## src/common/udp_bridge_pkg.sv

```systemverilog
// ~~~~~~~~~~~~~~~~~~~~~~~~~~~~~~~~~~~~~~~~~~~~~~~~~~~~~~~~~~~~~~~~~~~~~
// shared types and constants for the UDP application bridge
// stream widths, port numbers, register map, state enums
// ~~~~~~~~~~~~~~~~~~~~~~~~~~~~~~~~~~~~~~~~~~~~~~~~~~~~~~~~~~~~~~~~~~~~~

`default_nettype none

package udp_bridge_pkg;

    // payload stream widths
    localparam int DATA_W = 64;
    localparam int KEEP_W = DATA_W / 8;

    typedef logic [DATA_W-1:0] data_t;
    typedef logic [KEEP_W-1:0] keep_t;

    typedef logic [31:0] ip_addr_t;
    typedef logic [15:0] udp_port_t;

    // channel code carried on the user transmit stream
    typedef logic [1:0] channel_t;

    // host register port
    typedef logic [1:0]  reg_addr_t;
    typedef logic [31:0] reg_data_t;

    // receive steering for the frame in flight
    typedef enum logic [1:0] {
        route_idle,
        route_rf,
        route_ps,
        route_drop
    } route_t;

    // transmit side, header first then payload
    typedef enum logic {
        tx_hdr,
        tx_payload
    } tx_state_t;

    localparam udp_port_t PORT_PS  = 16'd10000;
    localparam udp_port_t PORT_RF  = 16'd10001;
    localparam udp_port_t PORT_AUX = 16'd10002;

    // channel code to UDP port, index 0 in the low slot
    // code 3 has no service and maps to port 0
    localparam logic [3:0][15:0] CHANNEL_PORT = {
        16'd0,
        PORT_AUX,
        PORT_RF,
        PORT_PS
    };

    // register map
    localparam reg_addr_t REG_LOCAL_IP   = 2'd0;
    localparam reg_addr_t REG_GATEWAY_IP = 2'd1;

endpackage

`default_nettype wire
```

## src/rtl/udp_app_bridge.sv

```systemverilog
// ~~~~~~~~~~~~~~~~~~~~~~~~~~~~~~~~~~~~~~~~~~~~~~~~~~~~~~~~~~~~~~~~~~~~~
// UDP application bridge, top level
// config registers, receive demux and transmit header generator
// ~~~~~~~~~~~~~~~~~~~~~~~~~~~~~~~~~~~~~~~~~~~~~~~~~~~~~~~~~~~~~~~~~~~~~

`timescale 1ns/1ps
`default_nettype none

module udp_app_bridge (
    input  wire                       clk,
    input  wire                       rst,
    // receive header and payload from the stack
    input  wire                       rx_hdr_valid,
    output logic                      rx_hdr_ready,
    input  udp_bridge_pkg::udp_port_t rx_dest_port,
    input  udp_bridge_pkg::ip_addr_t  rx_source_ip,
    input  udp_bridge_pkg::data_t     rx_payload_data,
    input  udp_bridge_pkg::keep_t     rx_payload_keep,
    input  wire                       rx_payload_valid,
    output logic                      rx_payload_ready,
    input  wire                       rx_payload_last,
    input  wire                       rx_payload_user,
    // rf stream
    output udp_bridge_pkg::data_t     m00_data,
    output udp_bridge_pkg::keep_t     m00_keep,
    output logic                      m00_valid,
    input  wire                       m00_ready,
    output logic                      m00_last,
    output logic                      m00_user,
    // ps stream
    output udp_bridge_pkg::data_t     m01_data,
    output udp_bridge_pkg::keep_t     m01_keep,
    output logic                      m01_valid,
    input  wire                       m01_ready,
    output logic                      m01_last,
    output logic                      m01_user,
    // user transmit stream
    input  udp_bridge_pkg::data_t     s00_data,
    input  udp_bridge_pkg::keep_t     s00_keep,
    input  wire                       s00_valid,
    output logic                      s00_ready,
    input  wire                       s00_last,
    input  udp_bridge_pkg::channel_t  s00_channel,
    // transmit header and payload to the stack
    output logic                      tx_hdr_valid,
    input  wire                       tx_hdr_ready,
    output udp_bridge_pkg::udp_port_t tx_source_port,
    output udp_bridge_pkg::udp_port_t tx_dest_port,
    output udp_bridge_pkg::ip_addr_t  tx_source_ip,
    output udp_bridge_pkg::ip_addr_t  tx_dest_ip,
    output udp_bridge_pkg::data_t     tx_payload_data,
    output udp_bridge_pkg::keep_t     tx_payload_keep,
    output logic                      tx_payload_valid,
    input  wire                       tx_payload_ready,
    output logic                      tx_payload_last,
    // host register port
    input  wire                       cfg_wr_en,
    input  udp_bridge_pkg::reg_addr_t cfg_addr,
    input  udp_bridge_pkg::reg_data_t cfg_wr_data,
    output udp_bridge_pkg::reg_data_t cfg_rd_data,
    // addressing for the stack
    output udp_bridge_pkg::ip_addr_t  local_ip,
    output udp_bridge_pkg::ip_addr_t  gateway_ip
);

    // last sender, reply target for transmit
    udp_bridge_pkg::ip_addr_t peer_ip;

    cfg_regs cfg_regs0 (
        .clk         (clk),
        .rst         (rst),
        .cfg_wr_en   (cfg_wr_en),
        .cfg_addr    (cfg_addr),
        .cfg_wr_data (cfg_wr_data),
        .cfg_rd_data (cfg_rd_data),
        .local_ip    (local_ip),
        .gateway_ip  (gateway_ip)
    );

    udp_rx_demux rx_demux0 (
        .clk              (clk),
        .rst              (rst),
        .rx_hdr_valid     (rx_hdr_valid),
        .rx_hdr_ready     (rx_hdr_ready),
        .rx_dest_port     (rx_dest_port),
        .rx_source_ip     (rx_source_ip),
        .rx_payload_data  (rx_payload_data),
        .rx_payload_keep  (rx_payload_keep),
        .rx_payload_valid (rx_payload_valid),
        .rx_payload_ready (rx_payload_ready),
        .rx_payload_last  (rx_payload_last),
        .rx_payload_user  (rx_payload_user),
        .m00_data         (m00_data),
        .m00_keep         (m00_keep),
        .m00_valid        (m00_valid),
        .m00_ready        (m00_ready),
        .m00_last         (m00_last),
        .m00_user         (m00_user),
        .m01_data         (m01_data),
        .m01_keep         (m01_keep),
        .m01_valid        (m01_valid),
        .m01_ready        (m01_ready),
        .m01_last         (m01_last),
        .m01_user         (m01_user),
        .peer_ip          (peer_ip)
    );

    udp_tx_header tx_header0 (
        .clk              (clk),
        .rst              (rst),
        .s00_data         (s00_data),
        .s00_keep         (s00_keep),
        .s00_valid        (s00_valid),
        .s00_ready        (s00_ready),
        .s00_last         (s00_last),
        .s00_channel      (s00_channel),
        .local_ip         (local_ip),
        .peer_ip          (peer_ip),
        .tx_hdr_valid     (tx_hdr_valid),
        .tx_hdr_ready     (tx_hdr_ready),
        .tx_source_port   (tx_source_port),
        .tx_dest_port     (tx_dest_port),
        .tx_source_ip     (tx_source_ip),
        .tx_dest_ip       (tx_dest_ip),
        .tx_payload_data  (tx_payload_data),
        .tx_payload_keep  (tx_payload_keep),
        .tx_payload_valid (tx_payload_valid),
        .tx_payload_ready (tx_payload_ready),
        .tx_payload_last  (tx_payload_last)
    );

endmodule

`default_nettype wire

```

## src/tx/udp_tx_header.sv

```systemverilog
// ~~~~~~~~~~~~~~~~~~~~~~~~~~~~~~~~~~~~~~~~~~~~~~~~~~~~~~~~~~~~~~~~~~~~~
// transmit header generator toward the UDP stack
// one header per user frame, then payload pass-through
// ~~~~~~~~~~~~~~~~~~~~~~~~~~~~~~~~~~~~~~~~~~~~~~~~~~~~~~~~~~~~~~~~~~~~~

`timescale 1ns/1ps
`default_nettype none

module udp_tx_header (
    input  wire                       clk,
    input  wire                       rst,
    // user stream
    input  udp_bridge_pkg::data_t     s00_data,
    input  udp_bridge_pkg::keep_t     s00_keep,
    input  wire                       s00_valid,
    output logic                      s00_ready,
    input  wire                       s00_last,
    input  udp_bridge_pkg::channel_t  s00_channel,
    // addressing
    input  udp_bridge_pkg::ip_addr_t  local_ip,
    input  udp_bridge_pkg::ip_addr_t  peer_ip,
    // header to the stack
    output logic                      tx_hdr_valid,
    input  wire                       tx_hdr_ready,
    output udp_bridge_pkg::udp_port_t tx_source_port,
    output udp_bridge_pkg::udp_port_t tx_dest_port,
    output udp_bridge_pkg::ip_addr_t  tx_source_ip,
    output udp_bridge_pkg::ip_addr_t  tx_dest_ip,
    // payload to the stack
    output udp_bridge_pkg::data_t     tx_payload_data,
    output udp_bridge_pkg::keep_t     tx_payload_keep,
    output logic                      tx_payload_valid,
    input  wire                       tx_payload_ready,
    output logic                      tx_payload_last
);

    udp_bridge_pkg::tx_state_t state;

    logic in_hdr;
    logic hdr_xfer;
    logic last_xfer;

    assign in_hdr    = (state == udp_bridge_pkg::tx_hdr);
    assign hdr_xfer  = tx_hdr_valid && tx_hdr_ready;
    assign last_xfer = tx_payload_valid && tx_payload_ready && tx_payload_last;

    always_ff @(posedge clk) begin
        if (rst) begin
            state <= udp_bridge_pkg::tx_hdr;
        end else begin
            case (state)
                udp_bridge_pkg::tx_hdr: begin
                    if (hdr_xfer) begin
                        state <= udp_bridge_pkg::tx_payload;
                    end
                end
                default: begin
                    if (last_xfer) begin
                        state <= udp_bridge_pkg::tx_hdr;
                    end
                end
            endcase
        end
    end

    // header is offered while the first beat waits, user held off
    assign tx_hdr_valid = in_hdr && s00_valid;
    assign s00_ready    = !in_hdr && tx_payload_ready;

    // first beat's channel picks the port, reply goes to the same port
    assign tx_source_port = udp_bridge_pkg::CHANNEL_PORT[s00_channel];
    assign tx_dest_port   = tx_source_port;
    assign tx_source_ip   = local_ip;
    assign tx_dest_ip     = peer_ip;

    assign tx_payload_data  = s00_data;
    assign tx_payload_keep  = s00_keep;
    assign tx_payload_last  = s00_last;
    assign tx_payload_valid = !in_hdr && s00_valid;

endmodule

`default_nettype wire

```

## src/rx/udp_rx_demux.sv

```systemverilog
// ~~~~~~~~~~~~~~~~~~~~~~~~~~~~~~~~~~~~~~~~~~~~~~~~~~~~~~~~~~~~~~~~~~~~~
// receive demultiplexer for UDP frames from the stack
// steers by destination port to rf (m00), ps (m01) or drop
// latches the peer IP of each accepted header
// ~~~~~~~~~~~~~~~~~~~~~~~~~~~~~~~~~~~~~~~~~~~~~~~~~~~~~~~~~~~~~~~~~~~~~

`timescale 1ns/1ps
`default_nettype none

module udp_rx_demux (
    input  wire                       clk,
    input  wire                       rst,
    // header from the stack
    input  wire                       rx_hdr_valid,
    output logic                      rx_hdr_ready,
    input  udp_bridge_pkg::udp_port_t rx_dest_port,
    input  udp_bridge_pkg::ip_addr_t  rx_source_ip,
    // payload from the stack
    input  udp_bridge_pkg::data_t     rx_payload_data,
    input  udp_bridge_pkg::keep_t     rx_payload_keep,
    input  wire                       rx_payload_valid,
    output logic                      rx_payload_ready,
    input  wire                       rx_payload_last,
    input  wire                       rx_payload_user,
    // rf stream
    output udp_bridge_pkg::data_t     m00_data,
    output udp_bridge_pkg::keep_t     m00_keep,
    output logic                      m00_valid,
    input  wire                       m00_ready,
    output logic                      m00_last,
    output logic                      m00_user,
    // ps stream
    output udp_bridge_pkg::data_t     m01_data,
    output udp_bridge_pkg::keep_t     m01_keep,
    output logic                      m01_valid,
    input  wire                       m01_ready,
    output logic                      m01_last,
    output logic                      m01_user,
    // source IP of the most recent header
    output udp_bridge_pkg::ip_addr_t  peer_ip
);

    udp_bridge_pkg::route_t   route;
    udp_bridge_pkg::ip_addr_t peer_ip_q;

    logic hdr_xfer;
    logic last_xfer;

    assign rx_hdr_ready = (route == udp_bridge_pkg::route_idle);
    assign hdr_xfer     = rx_hdr_valid && rx_hdr_ready;
    assign last_xfer    = rx_payload_valid && rx_payload_ready && rx_payload_last;

    // route held for the whole frame
    always_ff @(posedge clk) begin
        if (rst) begin
            route     <= udp_bridge_pkg::route_idle;
            peer_ip_q <= '0;
        end else if (hdr_xfer) begin
            peer_ip_q <= rx_source_ip;
            if (rx_dest_port == udp_bridge_pkg::PORT_RF) begin
                route <= udp_bridge_pkg::route_rf;
            end else if (rx_dest_port == udp_bridge_pkg::PORT_PS) begin
                route <= udp_bridge_pkg::route_ps;
            end else begin
                route <= udp_bridge_pkg::route_drop;
            end
        end else if (last_xfer) begin
            route <= udp_bridge_pkg::route_idle;
        end
    end

    // ready back to the stack follows the selected sink
    always_comb begin
        case (route)
            udp_bridge_pkg::route_rf:   rx_payload_ready = m00_ready;
            udp_bridge_pkg::route_ps:   rx_payload_ready = m01_ready;
            udp_bridge_pkg::route_drop: rx_payload_ready = 1'b1;
            default:                    rx_payload_ready = 1'b0;
        endcase
    end

    // payload fans out to both, only valid is gated
    assign m00_data  = rx_payload_data;
    assign m00_keep  = rx_payload_keep;
    assign m00_last  = rx_payload_last;
    assign m00_user  = rx_payload_user;
    assign m00_valid = rx_payload_valid && (route == udp_bridge_pkg::route_rf);

    assign m01_data  = rx_payload_data;
    assign m01_keep  = rx_payload_keep;
    assign m01_last  = rx_payload_last;
    assign m01_user  = rx_payload_user;
    assign m01_valid = rx_payload_valid && (route == udp_bridge_pkg::route_ps);

    assign peer_ip = peer_ip_q;

endmodule

`default_nettype wire

```

## src/rtl/cfg_regs.sv

```systemverilog
// ~~~~~~~~~~~~~~~~~~~~~~~~~~~~~~~~~~~~~~~~~~~~~~~~~~~~~~~~~~~~~~~~~~~~~
// configuration registers for the UDP stack
// local and gateway IP, strobe write, registered read-back
// ~~~~~~~~~~~~~~~~~~~~~~~~~~~~~~~~~~~~~~~~~~~~~~~~~~~~~~~~~~~~~~~~~~~~~

`timescale 1ns/1ps
`default_nettype none

module cfg_regs (
    input  wire                       clk,
    input  wire                       rst,
    input  wire                       cfg_wr_en,
    input  udp_bridge_pkg::reg_addr_t cfg_addr,
    input  udp_bridge_pkg::reg_data_t cfg_wr_data,
    output udp_bridge_pkg::reg_data_t cfg_rd_data,
    output udp_bridge_pkg::ip_addr_t  local_ip,
    output udp_bridge_pkg::ip_addr_t  gateway_ip
);

    udp_bridge_pkg::ip_addr_t  local_ip_q;
    udp_bridge_pkg::ip_addr_t  gateway_ip_q;
    udp_bridge_pkg::reg_data_t rd_data_q;

    // write decode, other addresses fall through
    always_ff @(posedge clk) begin
        if (rst) begin
            local_ip_q   <= '0;
            gateway_ip_q <= '0;
        end else if (cfg_wr_en) begin
            case (cfg_addr)
                udp_bridge_pkg::REG_LOCAL_IP:   local_ip_q   <= cfg_wr_data;
                udp_bridge_pkg::REG_GATEWAY_IP: gateway_ip_q <= cfg_wr_data;
                default: ;
            endcase
        end
    end

    // read mux, one cycle after the address
    always_ff @(posedge clk) begin
        if (rst) begin
            rd_data_q <= '0;
        end else begin
            case (cfg_addr)
                udp_bridge_pkg::REG_LOCAL_IP:   rd_data_q <= local_ip_q;
                udp_bridge_pkg::REG_GATEWAY_IP: rd_data_q <= gateway_ip_q;
                default:                        rd_data_q <= '0;
            endcase
        end
    end

    assign cfg_rd_data = rd_data_q;
    assign local_ip    = local_ip_q;
    assign gateway_ip  = gateway_ip_q;

endmodule

`default_nettype wire

```

## config.mk

```make
export PLATFORM = sky130hd
export DESIGN_NAME = udp_app_bridge
export DESIGN_NICKNAME = d
export VERILOG_FILES = /design/src/common/udp_bridge_pkg.sv /design/src/rtl/udp_app_bridge.sv /design/src/tx/udp_tx_header.sv /design/src/rx/udp_rx_demux.sv /design/src/rtl/cfg_regs.sv
export SDC_FILE = /design/constraint.sdc
export NUM_CORES = 1
export LEC_CHECK = 0
export BUFFER_PORTS_ARGS = -buffer_cell sky130_fd_sc_hd__buf_2
export CAP_MARGIN = 20
export CORE_AREA = 2 2 258 260
export CTS_CLUSTER_SIZE = 20
export DETAILED_ROUTE_END_ITERATION = 16
export DIE_AREA = 0 0 260 262
export GPL_ROUTABILITY_DRIVEN = 0
export SYNTH_ARGS = -nofsm -noshare
export SYNTH_HDL_FRONTEND = slang
export SYNTH_SLANG_ARGS = --single-unit
```

## constraint.sdc

```tcl
create_clock -name clk -period 1.4 [get_ports clk]
set_input_delay 0.21 -clock clk [delete_from_list [all_inputs] [get_ports clk]]
set_output_delay 0.21 -clock clk [all_outputs]
set_load 0.005 [all_outputs]
```

### Word-level counts from Yosys, hierarchy flattened

Index checks and enable logic that the tools add are counted.
Widths: inputs -> output; s select.

* flip-flop bits (word level): 131
* input bits: 241
* output and inout bits: 420
* logic and storage cells: 41

* $lt $le $gt $ge: 1
* equality and inequality tests: 6
* bitwise operators: 1
* multiplexer cells: 11
* reduce and logical (&&, ||, !) cells: 16

Operators by type and width (number)
* $pmux 32 s2: 1
* $bmux 16 s2: 1
* $eq 16x14->1 const B: 2
* $mux 16: 1
* $logic_and 1x1->1: 11
* $mux 2: 3
* $eq 2x1->1 const B: 2
* $eq 2x2->1 const B: 2
* $logic_not 2->1: 2
* $mux 1: 4
* $reduce_and 2->1: 2
* $lt 2x3->1 const B: 1
* $pmux 1 s3: 1
* $reduce_bool 2->1: 1
* $not 1->1: 1

### Logic depth before layout (Yosys ltp)

* word-level depth: 6
* gate-level depth with buffers: 6
* mapped depth without buffers: 3

### Modules after synthesis

Synthesis repeated with hierarchy kept, for this count alone.

* cells, all modules: 808
* area total of the unflattened synthesis: 7604.8 µm²

By module, submodules not included
* cfg_regs: area an instance 3797.4 µm², instances 1, cells an instance 351
* udp_rx_demux: area an instance 2469.9 µm², instances 1, cells an instance 279
* udp_tx_header: area an instance 1337.5 µm², instances 1, cells an instance 178

### Worst setup path before layout

OpenSTA, ideal clock, no wires.

* path kind: register to register
* start: register rx_demux0.route[0]
* end: register rx_demux0.peer_ip_q[22] (netlist: rx_demux0.peer_ip[22])
* library setup time: 117 ps
* stages on the path, launching flop included: 7
* arrival time: 1126 ps
* buffers on the path: 3
* slack: 157 ps
* clock period less this slack: 1243 ps
* data required time: 1283 ps
* cell sequence: dfxtp_1 -> buf_2 -> nor3b_2 -> buf_4 -> buf_6 -> mux2i_1 -> nor2_1

* cells in the longest elaborated chain, start to end: 2

RTL lines
* start: declaration: line udp_rx_demux.sv:43 `udp_bridge_pkg::route_t route;`
* start signal: assignment: line udp_rx_demux.sv:56 `route <= udp_bridge_pkg::route_idle;`
* start signal: assignment: line udp_rx_demux.sv:61 `route <= udp_bridge_pkg::route_rf;`
* start signal: assignment: line udp_rx_demux.sv:63 `route <= udp_bridge_pkg::route_ps;`
* $logic_not 2->1: line udp_rx_demux.sv:49 `assign rx_hdr_ready = (route == udp_bridge_pkg::route_idle);`
* $logic_and 1x1->1: line udp_rx_demux.sv:50 `assign hdr_xfer = rx_hdr_valid && rx_hdr_ready;`
* end signal: assignment: line udp_rx_demux.sv:59 `peer_ip_q <= rx_source_ip;`
* end: declaration: line udp_rx_demux.sv:44 `udp_bridge_pkg::ip_addr_t peer_ip_q;`

No other way between the ends.
A chain may end at the register's enable or synchronous reset.

### Worst setup path in the final report

* start: register rx_demux0.route[0]
* end: output port m01_valid

* cells in the longest elaborated chain, start to end: 2

RTL lines
* $eq 2x2->1: line udp_rx_demux.sv:93 `assign m01_valid = rx_payload_valid && (route == udp_bridge_pkg::route_ps);`
* $logic_and 1x1->1: line udp_rx_demux.sv:93
* end: declaration: line udp_app_bridge.sv:33 `output logic m01_valid,`

No other way between the ends.

==> impl_metrics.toml <==
[clocking]
clkSinkCount = 131
cts_max_level = 4
cts_tree = "built"
worstSkewPairLatency_ns = 0.48
clk_path_buf_depth = 2
clk_pin_slew_ns = 0.06
cts-root-buf = "clkbuf_16"
cts_buffers = 17

[global_routing]
grt_pass1_vias = 5084
antenna_found_initial = 9
grt_use_total = 0.0878
grt_max_degree = 63
globalRouteOverflowTotal = 0
grt_pass1_wl_um = 40100

[yosys]
yosysUniqueCellTypes = 28
yosysWarnings = 0
synth-seq-cells = 131
synth_area_per_cell_um2 = 8.52
synthCells = 810
synthesis.area_um2 = 6900
yosysSeqAreaShare = 0.380

[min_path]
min_path_cells = 4
hold_class = "input pin to register"

[routing]
drt-initial-drc-count = 237
routed_wl_um = 31400
vias = 5450
drc = 0
routed_via_density = 3.07
wl_per_cell_um = 17.7
dr.pass1.iters = 4
antenna_left = 0

[critical_path]
crit_family = "flip-flops"
arrival_ns = 1.27
critPathCaptureType = "output port"
cp-start-kind = "register"
path_max_fanout = 4
crit_slowest_cell = "dfxtp_4"
crit_path_max_incr_delay_ns = 0.35
crit_chain = "buf_6, and3b_1, buf_2"
worstSetupPathType = "register to output port"
worstSetupPathDepth = 3
cp.required_ns = 1.19
reg2reg_depth = 6
cp_num_buf_inv = 2

[final_layout]
multiInputGateArea_um2 = 2070
final_core_util = 0.137
drive_gt1_frac = 0.392
nets = 1139
area.growth.synth_to_final_pct = 29.3
fin_cells = 1776
num-fill-cells = 7477
ff_latch_area_um2 = 2630

[power_and_ir_drop]
p_leak_nw = 3.92
power.density_nw_per_um2 = 1210
vdd_drop_max_mv = 0.882
total_power_mw = 10.8

[timing]
hold_violations = 0
timing.fmax_mhz = 674
clock_skew_ns = 0.0139
rsz0062_at_grt = "yes"
finalSetupViolCount = 31
slew_violations = 0
fin_crit_sh = 1.06
setup_ws_ns = -0.0845
hold_slack_ns = 0.0730
fin_crit_ns = 1.48

[floorplan]
num_io_pins = 661
core_area_um2 = 65300
dieHeight_um = 262
die_w_um = 260
die-area_um2 = 68100
start_util = 0.106
num_rows = 94

[run]
maxCapViolations = 0

[placement]
dpl.hpwl_um = 23900
port_buffers = 279
dp_cells = 1671
pre_cts_slack_ns = 0.0562

[run_status]
outcome = "complete, but fails checks"
violations = "setup timing"
logic make-up after synthesis:
| group | share of synthesized area |
|---|---|
| buf+inv | 0.340 |
| simple gates | 0.132 |
| flops | 0.380 |
| compound gates | 0.0540 |
| mux | 0.0928 |
| other cells | 0.000543 |
what timing repair did:
action / in CTS / in global routing
hold buffers: 65 / 0
buffers inserted: 2 / 1
pin swaps: 2 / 1
gates cloned: 0 / 4
hold endpoints to repair: 97 / 0
resized for setup: 14 / 13
endpoints found under the setup margin: 8 / 38
power breakdown:
part	switching (mW)	internal (mW)	leakage (nW)	total [mW]
Sequential	0.113	3.89	1.07	4.00
Combinational	0.737	0.764	2.53	1.50
Clock	2.02	3.31	0.324	5.33
cell usage after synthesis, drive strengths merged:
master	n	area share
nand4bb	2	0.0033
and3b	2	0.0025
mux2i	64	0.093
nor3b	2	0.0036
nor4	2	0.0018
a22oi	1	0.0011
nand3	1	0.00072
dfxtp	131	0.38
or4b	2	0.0029
nor2	70	0.038
conb	1	0.00054
clkbuf	12	0.0065
nor2b	3	0.0027
or3b	1	0.0013
o211ai	1	0.0011
nand2	132	0.072
a21oi	67	0.049
nand3b	1	0.0011
o311ai	1	0.0013
buf	308	0.33
or2	1	0.00091
and2	2	0.0018
o21ai	1	0.00072
a311oi	1	0.0013
inv	1	0.00054
sequential cells by signal (all words and copies together), names as in the netlist:
signal	count
cfg_regs0.gateway_ip	32
tx_header0.state	1
rx_demux0.route	2
cfg_regs0.cfg_rd_data	32
cfg_regs0.local_ip	32
rx_demux0.peer_ip	32
metal layers:
layer / vias to the layer above / GRT usage / wire, um
met5: - / 0 / 76
met4: 12 / 0.0634 / 1900
met3: 113 / 0.0699 / 5070
met2: 442 / 0.138 / 14500
met1: 2427 / 0.0750 / 9890
li1: 2456 / - / -
final cells by class:
class                           count  area share
Clock inverter                     11      0.0222
Sequential cell                   131       0.295
Timing Repair Buffer              372       0.277
Multi-Input combinational cell    375       0.232
Inverter                            1    0.000421
Antenna cell                        1    0.000280
Tap cell                          864       0.121
Clock buffer                       21      0.0527
cell usage in the layout, fill, tap and decap left out, types with 3 or more instances in the layout:
| cell type | n |
|---|---|
| bufinv_16 | 5 |
| buf_12 | 8 |
| buf_6 | 3 |
| dlygate4sd3_1 | 65 |
| clkbuf_8 | 3 |
| nor2b_1 | 3 |
| mux2i_1 | 58 |
| dfxtp_1 | 126 |
| nand2_1 | 132 |
| buf_4 | 17 |
| mux2i_2 | 5 |
| clkinv_4 | 3 |
| nor2_1 | 66 |
| buf_2 | 274 |
| dfxtp_2 | 4 |
| clkbuf_16 | 21 |
| conb_1 | 18 |
| a21oi_1 | 66 |
| nor2_2 | 3 |
worst register-to-register path, stage by stage (launching register included):
cell       delay (ns)
dfxtp_4          0.35
buf_4            0.16
nor3b_4          0.23
buf_12           0.18
clkbuf_16        0.20
mux2i_1          0.21
nor2_1           0.05
through the flow:
stage / area [um^2] / TNS, ns
global route: 8920 / -3.00
finish: 8920 / -1.23
floorplan: 6970 / 0
CTS: 8750 / -0.391
detailed placement: 7370 / 0
global placement: 7370 / 0
path summary, 6_finish.rpt:
kind | slack, ns | start | endpoint
hold reg to reg | 0.47 | cfg_regs0.gateway_ip[13] | cfg_regs0.gateway_ip[13]
setup reg to reg | -0.08 | rx_demux0.route[0] | rx_demux0.peer_ip[27]
hold / removal | 0.07 | s00_last | tx_header0.state
setup / recovery | -0.08 | rx_demux0.route[0] | m01_valid
(Power assumes the default switching activity.)
